### src/csr_pkg.sv
`default_nettype none

package csr_pkg;

  ////////////////////////////////////////////////////////////////////////////
  // addresses
  ////////////////////////////////////////////////////////////////////////////
  typedef logic [11:0] csr_addr_t;

  localparam csr_addr_t CSR_ADDR_MVENDORID = 12'hF11;  // machine info, read-only
  localparam csr_addr_t CSR_ADDR_MARCHID   = 12'hF12;
  localparam csr_addr_t CSR_ADDR_MIMPID    = 12'hF13;
  localparam csr_addr_t CSR_ADDR_MHARTID   = 12'hF14;
  localparam csr_addr_t CSR_ADDR_MSTATUS   = 12'h300;  // trap setup
  localparam csr_addr_t CSR_ADDR_MISA      = 12'h301;
  localparam csr_addr_t CSR_ADDR_MIE       = 12'h304;
  localparam csr_addr_t CSR_ADDR_MTVEC     = 12'h305;
  localparam csr_addr_t CSR_ADDR_MSCRATCH  = 12'h340;  // trap handling
  localparam csr_addr_t CSR_ADDR_MEPC      = 12'h341;
  localparam csr_addr_t CSR_ADDR_MCAUSE    = 12'h342;
  localparam csr_addr_t CSR_ADDR_MIP       = 12'h344;

  // fixed id words
  localparam logic [31:0] CSR_VAL_MVENDORID = 32'h0000_0000;  // non-commercial
  localparam logic [31:0] CSR_VAL_MARCHID   = 32'h0000_0000;
  localparam logic [31:0] CSR_VAL_MIMPID    = 32'h0000_0001;
  localparam logic [31:0] CSR_VAL_MISA      = 32'h4000_0100;  // mxl=1, I only

  // field positions
  localparam int CSR_BIT_MIE  = 3;   // mstatus
  localparam int CSR_BIT_MPIE = 7;
  localparam int CSR_BIT_MSI  = 3;   // mie / mip
  localparam int CSR_BIT_MTI  = 7;
  localparam int CSR_BIT_MEI  = 11;

  ////////////////////////////////////////////////////////////////////////////
  // access and state types
  ////////////////////////////////////////////////////////////////////////////
  // encoding follows funct3[1:0] of csrrw/csrrs/csrrc
  typedef enum logic [1:0] {
    WRITE = 2'd1,
    SET   = 2'd2,
    CLEAR = 2'd3
  } csr_op_e;

  typedef struct packed {
    logic        valid;
    csr_addr_t   addr;
    csr_op_e     op;
    logic [31:0] src;
    logic        src_is_zero;  // rs1/uimm is x0
  } csr_req_t;

  typedef struct packed {
    logic        we;
    csr_addr_t   addr;
    logic [31:0] data;
  } csr_wr_t;

  typedef struct packed {
    logic [29:0] base;
    logic [1:0]  mode;  // 0 direct, 1 vectored
  } mtvec_t;

  typedef struct packed {
    logic        mstatus_mie;
    logic        mstatus_mpie;
    logic [2:0]  mie;  // indexed by IRQ_IDX_*
    logic [2:0]  mip;
    mtvec_t      mtvec;
    logic [31:0] mepc;
  } csr_state_t;

endpackage

`default_nettype wire

### src/trap_pkg.sv
`default_nettype none

package trap_pkg;

  localparam int NUM_IRQ = 3;

  // slot of each line in the packed mie/mip fields
  localparam int IRQ_IDX_MSI = 0;
  localparam int IRQ_IDX_MTI = 1;
  localparam int IRQ_IDX_MEI = 2;

  localparam logic [4:0] CAUSE_MSI = 5'd3;
  localparam logic [4:0] CAUSE_MTI = 5'd7;
  localparam logic [4:0] CAUSE_MEI = 5'd11;

  // cause per slot, and slot order with entry 0 the highest priority
  localparam logic [NUM_IRQ-1:0][4:0] IRQ_CAUSE = {CAUSE_MEI, CAUSE_MTI, CAUSE_MSI};
  localparam logic [NUM_IRQ-1:0][1:0] IRQ_PRIO  =
    {2'(IRQ_IDX_MTI), 2'(IRQ_IDX_MSI), 2'(IRQ_IDX_MEI)};

  typedef struct packed {
    logic        take_trap;  // one-cycle pulses
    logic        mret;
    logic [31:0] mepc;
    logic [31:0] mcause;
  } trap_upd_t;

  typedef struct packed {
    logic        valid;
    logic [31:0] pc;
  } redirect_t;

endpackage

`default_nettype wire

### src/csr_op_unit.sv
`timescale 1ns/1ps
`default_nettype none

module csr_op_unit import csr_pkg::*; (
  input  logic        clk_i,
  input  logic        rstn_i,

  input  csr_req_t    csr_req_i,     // from decode

  // combinational read of the regfile
  output csr_addr_t   rd_addr_o,
  input  logic [31:0] rd_data_i,
  input  logic        rd_known_i,
  input  logic        rd_readonly_i,

  output csr_wr_t     csr_wr_o,

  output logic [31:0] rdata_o,       // old value, one cycle later
  output logic        illegal_o
);

  logic [31:0] wdata;
  logic        does_write;  // op actually modifies the csr
  logic        illegal;
  logic        wr_en;
  logic [31:0] rdata_q;
  logic        illegal_q;

  assign rd_addr_o = csr_req_i.addr;

  // read-modify-write data
  always_comb begin
    unique case (csr_req_i.op)
      WRITE:   wdata = csr_req_i.src;
      SET:     wdata = rd_data_i | csr_req_i.src;
      CLEAR:   wdata = rd_data_i & ~csr_req_i.src;
      default: wdata = csr_req_i.src;  // 2'b00 never decoded
    endcase
  end

  // csrrs/csrrc with x0 source is a pure read
  assign does_write = (csr_req_i.op == WRITE) | ~csr_req_i.src_is_zero;

  assign illegal = csr_req_i.valid & (~rd_known_i | (rd_readonly_i & does_write));
  assign wr_en   = csr_req_i.valid & rd_known_i & ~rd_readonly_i & does_write;

  assign csr_wr_o = '{we: wr_en, addr: csr_req_i.addr, data: wdata};

  ////////////////////////////////////////////////////////////////////////////
  // read response
  ////////////////////////////////////////////////////////////////////////////
  always_ff @(posedge clk_i) begin
    if (!rstn_i) begin
      rdata_q   <= '0;
      illegal_q <= 1'b0;
    end else begin
      illegal_q <= illegal;          // single-cycle flag
      if (csr_req_i.valid) begin
        rdata_q <= rd_data_i;        // value before this access
      end
    end
  end

  assign rdata_o   = rdata_q;
  assign illegal_o = illegal_q;

endmodule

`default_nettype wire

### src/csr_regfile.sv
`timescale 1ns/1ps
`default_nettype none

module csr_regfile import csr_pkg::*; import trap_pkg::*; #(
  parameter logic [31:0] HART_ID     = 32'h0,
  parameter logic [31:0] MTVEC_RESET = 32'h0
) (
  input  logic        clk_i,
  input  logic        rstn_i,

  // read port
  input  csr_addr_t   rd_addr_i,
  output logic [31:0] rd_data_o,
  output logic        rd_known_o,     // address implemented
  output logic        rd_readonly_o,

  input  csr_wr_t     csr_wr_i,
  input  trap_upd_t   trap_upd_i,

  // interrupt lines, level
  input  logic        sw_irq_i,
  input  logic        timer_irq_i,
  input  logic        ext_irq_i,

  output csr_state_t  state_o
);

  logic              mstatus_mie_q;   // global enable
  logic              mstatus_mpie_q;  // enable before trap
  logic [NUM_IRQ-1:0] mie_q;
  logic [NUM_IRQ-1:0] mip_q;          // registered irq lines
  mtvec_t            mtvec_q;
  logic [31:0]       mscratch_q;
  logic [31:0]       mepc_q;
  logic [31:0]       mcause_q;

  // place a packed irq field at its architectural bit positions
  function automatic logic [31:0] irq_word(input logic [NUM_IRQ-1:0] f);
    logic [31:0] w;
    w = '0;
    w[CSR_BIT_MSI] = f[IRQ_IDX_MSI];
    w[CSR_BIT_MTI] = f[IRQ_IDX_MTI];
    w[CSR_BIT_MEI] = f[IRQ_IDX_MEI];
    return w;
  endfunction

  function automatic logic [NUM_IRQ-1:0] irq_field(input logic [31:0] w);
    logic [NUM_IRQ-1:0] f;
    f[IRQ_IDX_MSI] = w[CSR_BIT_MSI];
    f[IRQ_IDX_MTI] = w[CSR_BIT_MTI];
    f[IRQ_IDX_MEI] = w[CSR_BIT_MEI];
    return f;
  endfunction

  ////////////////////////////////////////////////////////////////////////////
  // read mux
  ////////////////////////////////////////////////////////////////////////////
  always_comb begin
    rd_data_o     = '0;
    rd_known_o    = 1'b1;
    rd_readonly_o = 1'b0;
    case (rd_addr_i)
      CSR_ADDR_MVENDORID: begin
        rd_data_o     = CSR_VAL_MVENDORID;
        rd_readonly_o = 1'b1;
      end
      CSR_ADDR_MARCHID: begin
        rd_data_o     = CSR_VAL_MARCHID;
        rd_readonly_o = 1'b1;
      end
      CSR_ADDR_MIMPID: begin
        rd_data_o     = CSR_VAL_MIMPID;
        rd_readonly_o = 1'b1;
      end
      CSR_ADDR_MHARTID: begin
        rd_data_o     = HART_ID;
        rd_readonly_o = 1'b1;
      end
      CSR_ADDR_MISA: begin
        rd_data_o     = CSR_VAL_MISA;  // no writable extensions
        rd_readonly_o = 1'b1;
      end
      CSR_ADDR_MSTATUS: begin
        rd_data_o[CSR_BIT_MIE]  = mstatus_mie_q;
        rd_data_o[CSR_BIT_MPIE] = mstatus_mpie_q;
      end
      CSR_ADDR_MIE:      rd_data_o = irq_word(mie_q);
      CSR_ADDR_MIP:      rd_data_o = irq_word(mip_q);  // writable address, writes dropped
      CSR_ADDR_MTVEC:    rd_data_o = mtvec_q;
      CSR_ADDR_MSCRATCH: rd_data_o = mscratch_q;
      CSR_ADDR_MEPC:     rd_data_o = mepc_q;
      CSR_ADDR_MCAUSE:   rd_data_o = mcause_q;
      default:           rd_known_o = 1'b0;  // unimplemented
    endcase
  end

  ////////////////////////////////////////////////////////////////////////////
  // state update
  ////////////////////////////////////////////////////////////////////////////
  // trap/mret assignments come last so they win over a csr write
  always_ff @(posedge clk_i) begin
    if (!rstn_i) begin
      mstatus_mie_q  <= 1'b0;
      mstatus_mpie_q <= 1'b0;
      mie_q          <= '0;
      mip_q          <= '0;
      mtvec_q        <= mtvec_t'(MTVEC_RESET);
      mscratch_q     <= '0;
      mepc_q         <= '0;
      mcause_q       <= '0;
    end else begin
      mip_q[IRQ_IDX_MSI] <= sw_irq_i;
      mip_q[IRQ_IDX_MTI] <= timer_irq_i;
      mip_q[IRQ_IDX_MEI] <= ext_irq_i;

      if (csr_wr_i.we) begin
        case (csr_wr_i.addr)
          CSR_ADDR_MSTATUS: begin
            mstatus_mie_q  <= csr_wr_i.data[CSR_BIT_MIE];
            mstatus_mpie_q <= csr_wr_i.data[CSR_BIT_MPIE];
          end
          CSR_ADDR_MIE: mie_q <= irq_field(csr_wr_i.data);
          CSR_ADDR_MTVEC: begin
            mtvec_q.base <= csr_wr_i.data[31:2];
            mtvec_q.mode <= (csr_wr_i.data[1:0] == 2'd1) ? 2'd1 : 2'd0;  // reserved -> direct
          end
          CSR_ADDR_MSCRATCH: mscratch_q <= csr_wr_i.data;
          CSR_ADDR_MEPC:     mepc_q     <= {csr_wr_i.data[31:2], 2'b00};  // ialign 32
          CSR_ADDR_MCAUSE:   mcause_q   <= csr_wr_i.data;
          default: ;  // read-only and mip
        endcase
      end

      if (trap_upd_i.take_trap) begin
        mstatus_mpie_q <= mstatus_mie_q;
        mstatus_mie_q  <= 1'b0;       // handler starts masked
        mepc_q         <= trap_upd_i.mepc;
        mcause_q       <= trap_upd_i.mcause;
      end else if (trap_upd_i.mret) begin
        mstatus_mie_q  <= mstatus_mpie_q;
        mstatus_mpie_q <= 1'b1;
      end
    end
  end

  assign state_o = '{
    mstatus_mie:  mstatus_mie_q,
    mstatus_mpie: mstatus_mpie_q,
    mie:          mie_q,
    mip:          mip_q,
    mtvec:        mtvec_q,
    mepc:         mepc_q
  };

endmodule

`default_nettype wire

### src/trap_ctrl.sv
`timescale 1ns/1ps
`default_nettype none

module trap_ctrl import csr_pkg::*; import trap_pkg::*; (
  input  logic        clk_i,
  input  logic        rstn_i,

  input  csr_state_t  state_i,
  input  logic        retire_i,    // instruction retired, interrupt window
  input  logic        mret_i,
  input  logic [31:0] pc_next_i,   // resume pc saved in mepc

  output trap_upd_t   trap_upd_o,
  output redirect_t   redirect_o
);

  logic [NUM_IRQ-1:0] pend_en;
  logic               irq_take;
  logic [1:0]         irq_sel;   // winning slot
  logic [4:0]         cause;
  logic [31:0]        mcause;
  logic [31:0]        trap_pc;
  logic               take_trap;
  logic               redir_vld_q;
  logic [31:0]        redir_pc_q;

  assign pend_en  = state_i.mip & state_i.mie;
  assign irq_take = state_i.mstatus_mie & (|pend_en);

  ////////////////////////////////////////////////////////////////////////////
  // arbitration
  ////////////////////////////////////////////////////////////////////////////
  // walk from lowest to highest priority, last hit wins
  always_comb begin
    irq_sel = IRQ_PRIO[0];
    for (int i = NUM_IRQ - 1; i >= 0; i--) begin
      if (pend_en[IRQ_PRIO[i]]) begin
        irq_sel = IRQ_PRIO[i];
      end
    end
  end

  assign cause  = IRQ_CAUSE[irq_sel];
  assign mcause = {1'b1, 26'b0, cause};  // interrupt bit set

  // direct: base, vectored: base + 4*cause
  always_comb begin
    trap_pc = {state_i.mtvec.base, 2'b00};
    if (state_i.mtvec.mode == 2'd1) begin
      trap_pc = trap_pc + {25'b0, cause, 2'b00};
    end
  end

  assign take_trap = retire_i & irq_take & ~mret_i;  // mret wins

  assign trap_upd_o = '{
    take_trap: take_trap,
    mret:      mret_i,
    mepc:      pc_next_i,
    mcause:    mcause
  };

  ////////////////////////////////////////////////////////////////////////////
  // redirect, one cycle after the strobe
  ////////////////////////////////////////////////////////////////////////////
  always_ff @(posedge clk_i) begin
    if (!rstn_i) begin
      redir_vld_q <= 1'b0;
    end else begin
      redir_vld_q <= take_trap | mret_i;
    end
  end

  always_ff @(posedge clk_i) begin
    redir_pc_q <= mret_i ? state_i.mepc : trap_pc;  // mepc before any update
  end

  assign redirect_o = '{valid: redir_vld_q, pc: redir_pc_q};

endmodule

`default_nettype wire

### src/csr_subsys_top.sv
`timescale 1ns/1ps
`default_nettype none

module csr_subsys_top import csr_pkg::*; import trap_pkg::*; #(
  parameter logic [31:0] HART_ID     = 32'h0,
  parameter logic [31:0] MTVEC_RESET = 32'h0000_0100
) (
  input  logic        clk_i,
  input  logic        rstn_i,

  // csr access from decode
  input  csr_req_t    csr_req_i,
  output logic [31:0] rdata_o,
  output logic        illegal_o,

  input  logic        sw_irq_i,
  input  logic        timer_irq_i,
  input  logic        ext_irq_i,

  // retire side
  input  logic        retire_i,
  input  logic        mret_i,
  input  logic [31:0] pc_next_i,
  output redirect_t   redirect_o
);

  csr_addr_t   rd_addr;
  logic [31:0] rd_data;
  logic        rd_known;
  logic        rd_readonly;
  csr_wr_t     csr_wr;
  csr_state_t  csr_state;
  trap_upd_t   trap_upd;

  csr_op_unit u_op_unit (
    .clk_i         (clk_i),
    .rstn_i        (rstn_i),
    .csr_req_i     (csr_req_i),
    .rd_addr_o     (rd_addr),
    .rd_data_i     (rd_data),
    .rd_known_i    (rd_known),
    .rd_readonly_i (rd_readonly),
    .csr_wr_o      (csr_wr),
    .rdata_o       (rdata_o),
    .illegal_o     (illegal_o)
  );

  csr_regfile #(
    .HART_ID     (HART_ID),
    .MTVEC_RESET (MTVEC_RESET)
  ) u_regfile (
    .clk_i         (clk_i),
    .rstn_i        (rstn_i),
    .rd_addr_i     (rd_addr),
    .rd_data_o     (rd_data),
    .rd_known_o    (rd_known),
    .rd_readonly_o (rd_readonly),
    .csr_wr_i      (csr_wr),
    .trap_upd_i    (trap_upd),
    .sw_irq_i      (sw_irq_i),
    .timer_irq_i   (timer_irq_i),
    .ext_irq_i     (ext_irq_i),
    .state_o       (csr_state)
  );

  trap_ctrl u_trap (
    .clk_i      (clk_i),
    .rstn_i     (rstn_i),
    .state_i    (csr_state),
    .retire_i   (retire_i),
    .mret_i     (mret_i),
    .pc_next_i  (pc_next_i),
    .trap_upd_o (trap_upd),
    .redirect_o (redirect_o)
  );

endmodule

`default_nettype wire

### config.mk
export PLATFORM = sky130hd
export DESIGN_NAME = csr_subsys_top
export DESIGN_NICKNAME = d
export VERILOG_FILES = /design/src/csr_pkg.sv /design/src/trap_pkg.sv /design/src/csr_op_unit.sv /design/src/csr_regfile.sv /design/src/trap_ctrl.sv /design/src/csr_subsys_top.sv
export SDC_FILE = /design/constraint.sdc
export NUM_CORES = 1
export LEC_CHECK = 0
export BUFFER_PORTS_ARGS = -buffer_cell sky130_fd_sc_hd__buf_2
export CAP_MARGIN = 20
export CORE_UTILIZATION = 40
export DETAILED_ROUTE_END_ITERATION = 6
export PLACE_DENSITY = 0.63
export SLEW_MARGIN = 10
export SYNTH_ARGS = -nofsm -noshare
export SYNTH_HDL_FRONTEND = slang
export SYNTH_HIERARCHICAL = 1
export SYNTH_SLANG_ARGS = --single-unit
### constraint.sdc
create_clock -name clk_i -period 10.3 [get_ports clk_i]
set_input_delay 0.515 -clock clk_i [delete_from_list [all_inputs] [get_ports clk_i]]
set_output_delay 0.515 -clock clk_i [all_outputs]
set_load 0.05 [all_outputs]
==> reports/metrics.csv <==
stage;metric;value;unit
status;run status;finished with violations;
status;failing checks;design-rule violations;
global_routing;global-route wire length before repair;52.5;mm
hold_path;Hold WC Path Type;input pin to flop;
timing;unrepaired setup endpoints after global routing;no;
synth;count of warnings emitted by yosys;6;
timing;Setup TNS Final;0;ns
timing;crit share post-route;0.437;
pwr;clock share of power;0.480;
timing;setup violators final;0;
placement;placed cell count;1564;
worst_setup_path;R2R Setup Slk;7.53;ns
drt;drc violations;14;
pwr;worst ir drop on vdd;0.000100;V
cts;postcts setup bufs;0;
finish;layout cells sized above 1;0.211;
drt;first-pass iteration count of the detailed router;7;
run;max cap viols;0;
finish;register area;0.00402;mm2
worst_setup_path;reg-to-reg endpoint;u_trap/redir_pc_q[29];
worst_setup_path;Req. time, crit path;10.75;ns
worst_setup_path;CP Cell Sequence;buf_2 -> or4_1 -> nor3_2 -> buf_4 -> or3b_2 -> nand2_1 -> a211oi_2 -> nor4b_1 -> nand2_1 -> buf_6 -> nor3_2 -> buf_4 -> a221o_1;
pwr;Pint;1.31;mW
floorplan;die width;166;um
worst_setup_path;Critical Path Sink;u_regfile/mepc_q[8];
floorplan;I/O pins;153;
timing;clk_skew;0.0146;ns
floorplan;Core Footprint;0.0263;mm2
floorplan;die height;166;um
cts;CTS root buf;clkbuf_16;
finish;most frequent cells in the layout;dfxtp_1, buf_2, o21ai_0;
finish;Non-Filler Instances;1607;
pwr;PwrDens;145;mW/mm2
worst_setup_path;CP max stage delay;0.84;ns
cts;Max H-tree Level;1;
synth;Synth Area per Inst;8.82;um2
pwr;Logic pwr share;0.067;
worst_setup_path;worst r2r path cells;10;
worst_setup_path;CP Class;input pin to flop;
drt;DRT antenna net count;0;
drt;Iteration-0 DRC Markers;1043;
cts;Longest Clk Path Bufs;3;
pwr;Sw Ratio;0.238;
pwr;P_leak;4.60;nW
pwr;sequential cell fraction of total power;0.453;
cts;CTS tree;yes;
cts;clk sinks;201;
worst_setup_path;CP arrival;4.95;ns
timing;worst slew pin tran;1.04;ns
floorplan;Starting Density;0.412;
global_routing;largest net degree at the start of global routing;101;
cts;Worst-path clk slew;0.06;ns
floorplan;Die Footprint;0.0277;mm2
global_routing;total gr overflow;0;
pwr;NetSw;0.412;mW
synth;Syn Inst Count;1226;
cts;CTS buffer count;23;
drt;Vias per Instance;5.91;
drt;total number of vias;9491;
placement;number of buffers added on ports;152;
timing;Pins Over Slew Limit;0;
placement;routability cong.;0.858;
worst_setup_path;CP max stage cell;nor3_2;
finish;area of the multi-input gates;0.00571;mm2
finish;fillers;2550;
worst_setup_path;Critical path origin;csr_req_i[39];
synth;Syn Std Cell Area;0.0108;mm2
drt;total wire length;33.8;mm
drt;Routed WL per cell;21.0;um
cts;worst skew pair latency;0.52;ns
finish;Area Growth Syn to Fin;9.85;%
worst_setup_path;reg2reg start;u_regfile/mip_q[0];
worst_setup_path;Critical Path End Type;flop;
finish;Nets;1347;
timing;crit path time final;4.50;ns
timing;Slew HR;0.301;
worst_setup_path;Critical Path Fanout Max;27;
cts;number of gates resized after CTS;0;
placement;hpwl dp;20.9;mm
floorplan;row count;59;
global_routing;Overall Global Routing Usage;0.236;
timing;fmax;222;MHz
finish;most common cell after layout, fill and taps aside;dfxtp_1;
timing;Fin. Hold Viols;0;
global_routing;vias in the first global route;9101;
finish;n_diodes;0;
cts;hold-fix buffers at CTS;0;
global_routing;antenna violations before repair;0;
worst_setup_path;Worst Setup Start Kind;input pin;
finish;Post-Route Utilization;0.452;
## critical path, delay by kind of cell
kind,cells,cell delay [ns]
compound gates,2,0.40
buf+inv,4,1.21
simple gates,7,2.80
## power by group through the flow
stage / clock, mW / sequential, mW / combinational [mW]
6_report: 0.829 / 0.782 / 0.115
5_1_grt: 0.878 / 0.782 / 0.123
4_1_cts: 0.841 / 0.782 / 0.114
3_5_place_dp: 0 / 0.799 / 0.114
3_3_place_gp: 0 / 0.799 / 0.112
2_1_floorplan: 0 / 0.805 / 0.0895
## registers in the layout, summed over array words and instances, names as in the netlist
register	cells
u_regfile/state_o	31
u_op_unit/illegal_o	1
u_regfile/mstatus_mie_q	1
u_regfile/mepc_q	32
u_regfile/mstatus_mpie_q	1
u_trap/redir_vld_q	1
u_regfile/mie_q	3
u_op_unit/rdata_o	32
u_trap/redir_pc_q	32
u_regfile/mscratch_q	32
u_regfile/mcause_q	32
u_regfile/mip_q	3
## through the flow
| stage | setup slack (ns) | hold WS (ns) | total power [mW] | area, um2 |
|---|---|---|---|---|
| global placement | 5.17 | 0.467 | 0.912 | 11100 |
| finish | 5.80 | 0.215 | 1.73 | 11900 |
| floorplan | 6.40 | 0.449 | 0.894 | 10900 |
| CTS | 5.54 | 0.200 | 1.74 | 11900 |
| global route | 5.45 | 0.218 | 1.78 | 11900 |
| detailed placement | 5.03 | 0.474 | 0.913 | 11100 |
## cell type report
class / count / area share
multi-input combinational: 845 / 0.481
clock buffer: 35 / 0.0564
tap: 335 / 0.0353
inverter: 11 / 0.00347
sequential: 201 / 0.339
timing repair buffer: 173 / 0.0778
clock inverter: 7 / 0.00769
## how the worst min path moves through the flow
stage | startpoint | endpoint | slack (ns) | cells after the start
after floorplan | u_regfile/mepc_q[5] | u_trap/redir_pc_q[5] | 0.45 | 1
after global placement | u_regfile/mscratch_q[24] | u_regfile/mscratch_q[24] | 0.47 | 2
after detailed placement | u_regfile/mscratch_q[25] | u_regfile/mscratch_q[25] | 0.47 | 2
after CTS | sw_irq_i | u_regfile/mip_q[0] | 0.20 | 2
after global routing | sw_irq_i | u_regfile/mip_q[0] | 0.22 | 2
final | sw_irq_i | u_regfile/mip_q[0] | 0.21 | 2
## per-layer routing
layer  share of wire  wire [um]  vias up  GRT usage
li1                -          -     4493          -
met1            0.45      15200     4554      0.327
met2            0.45      15300      397      0.383
met3           0.080       2700       47     0.0392
met4           0.018        608        0     0.0556
met5               0          0        -          0
Note: power is estimated with default switching activity, not from simulation.
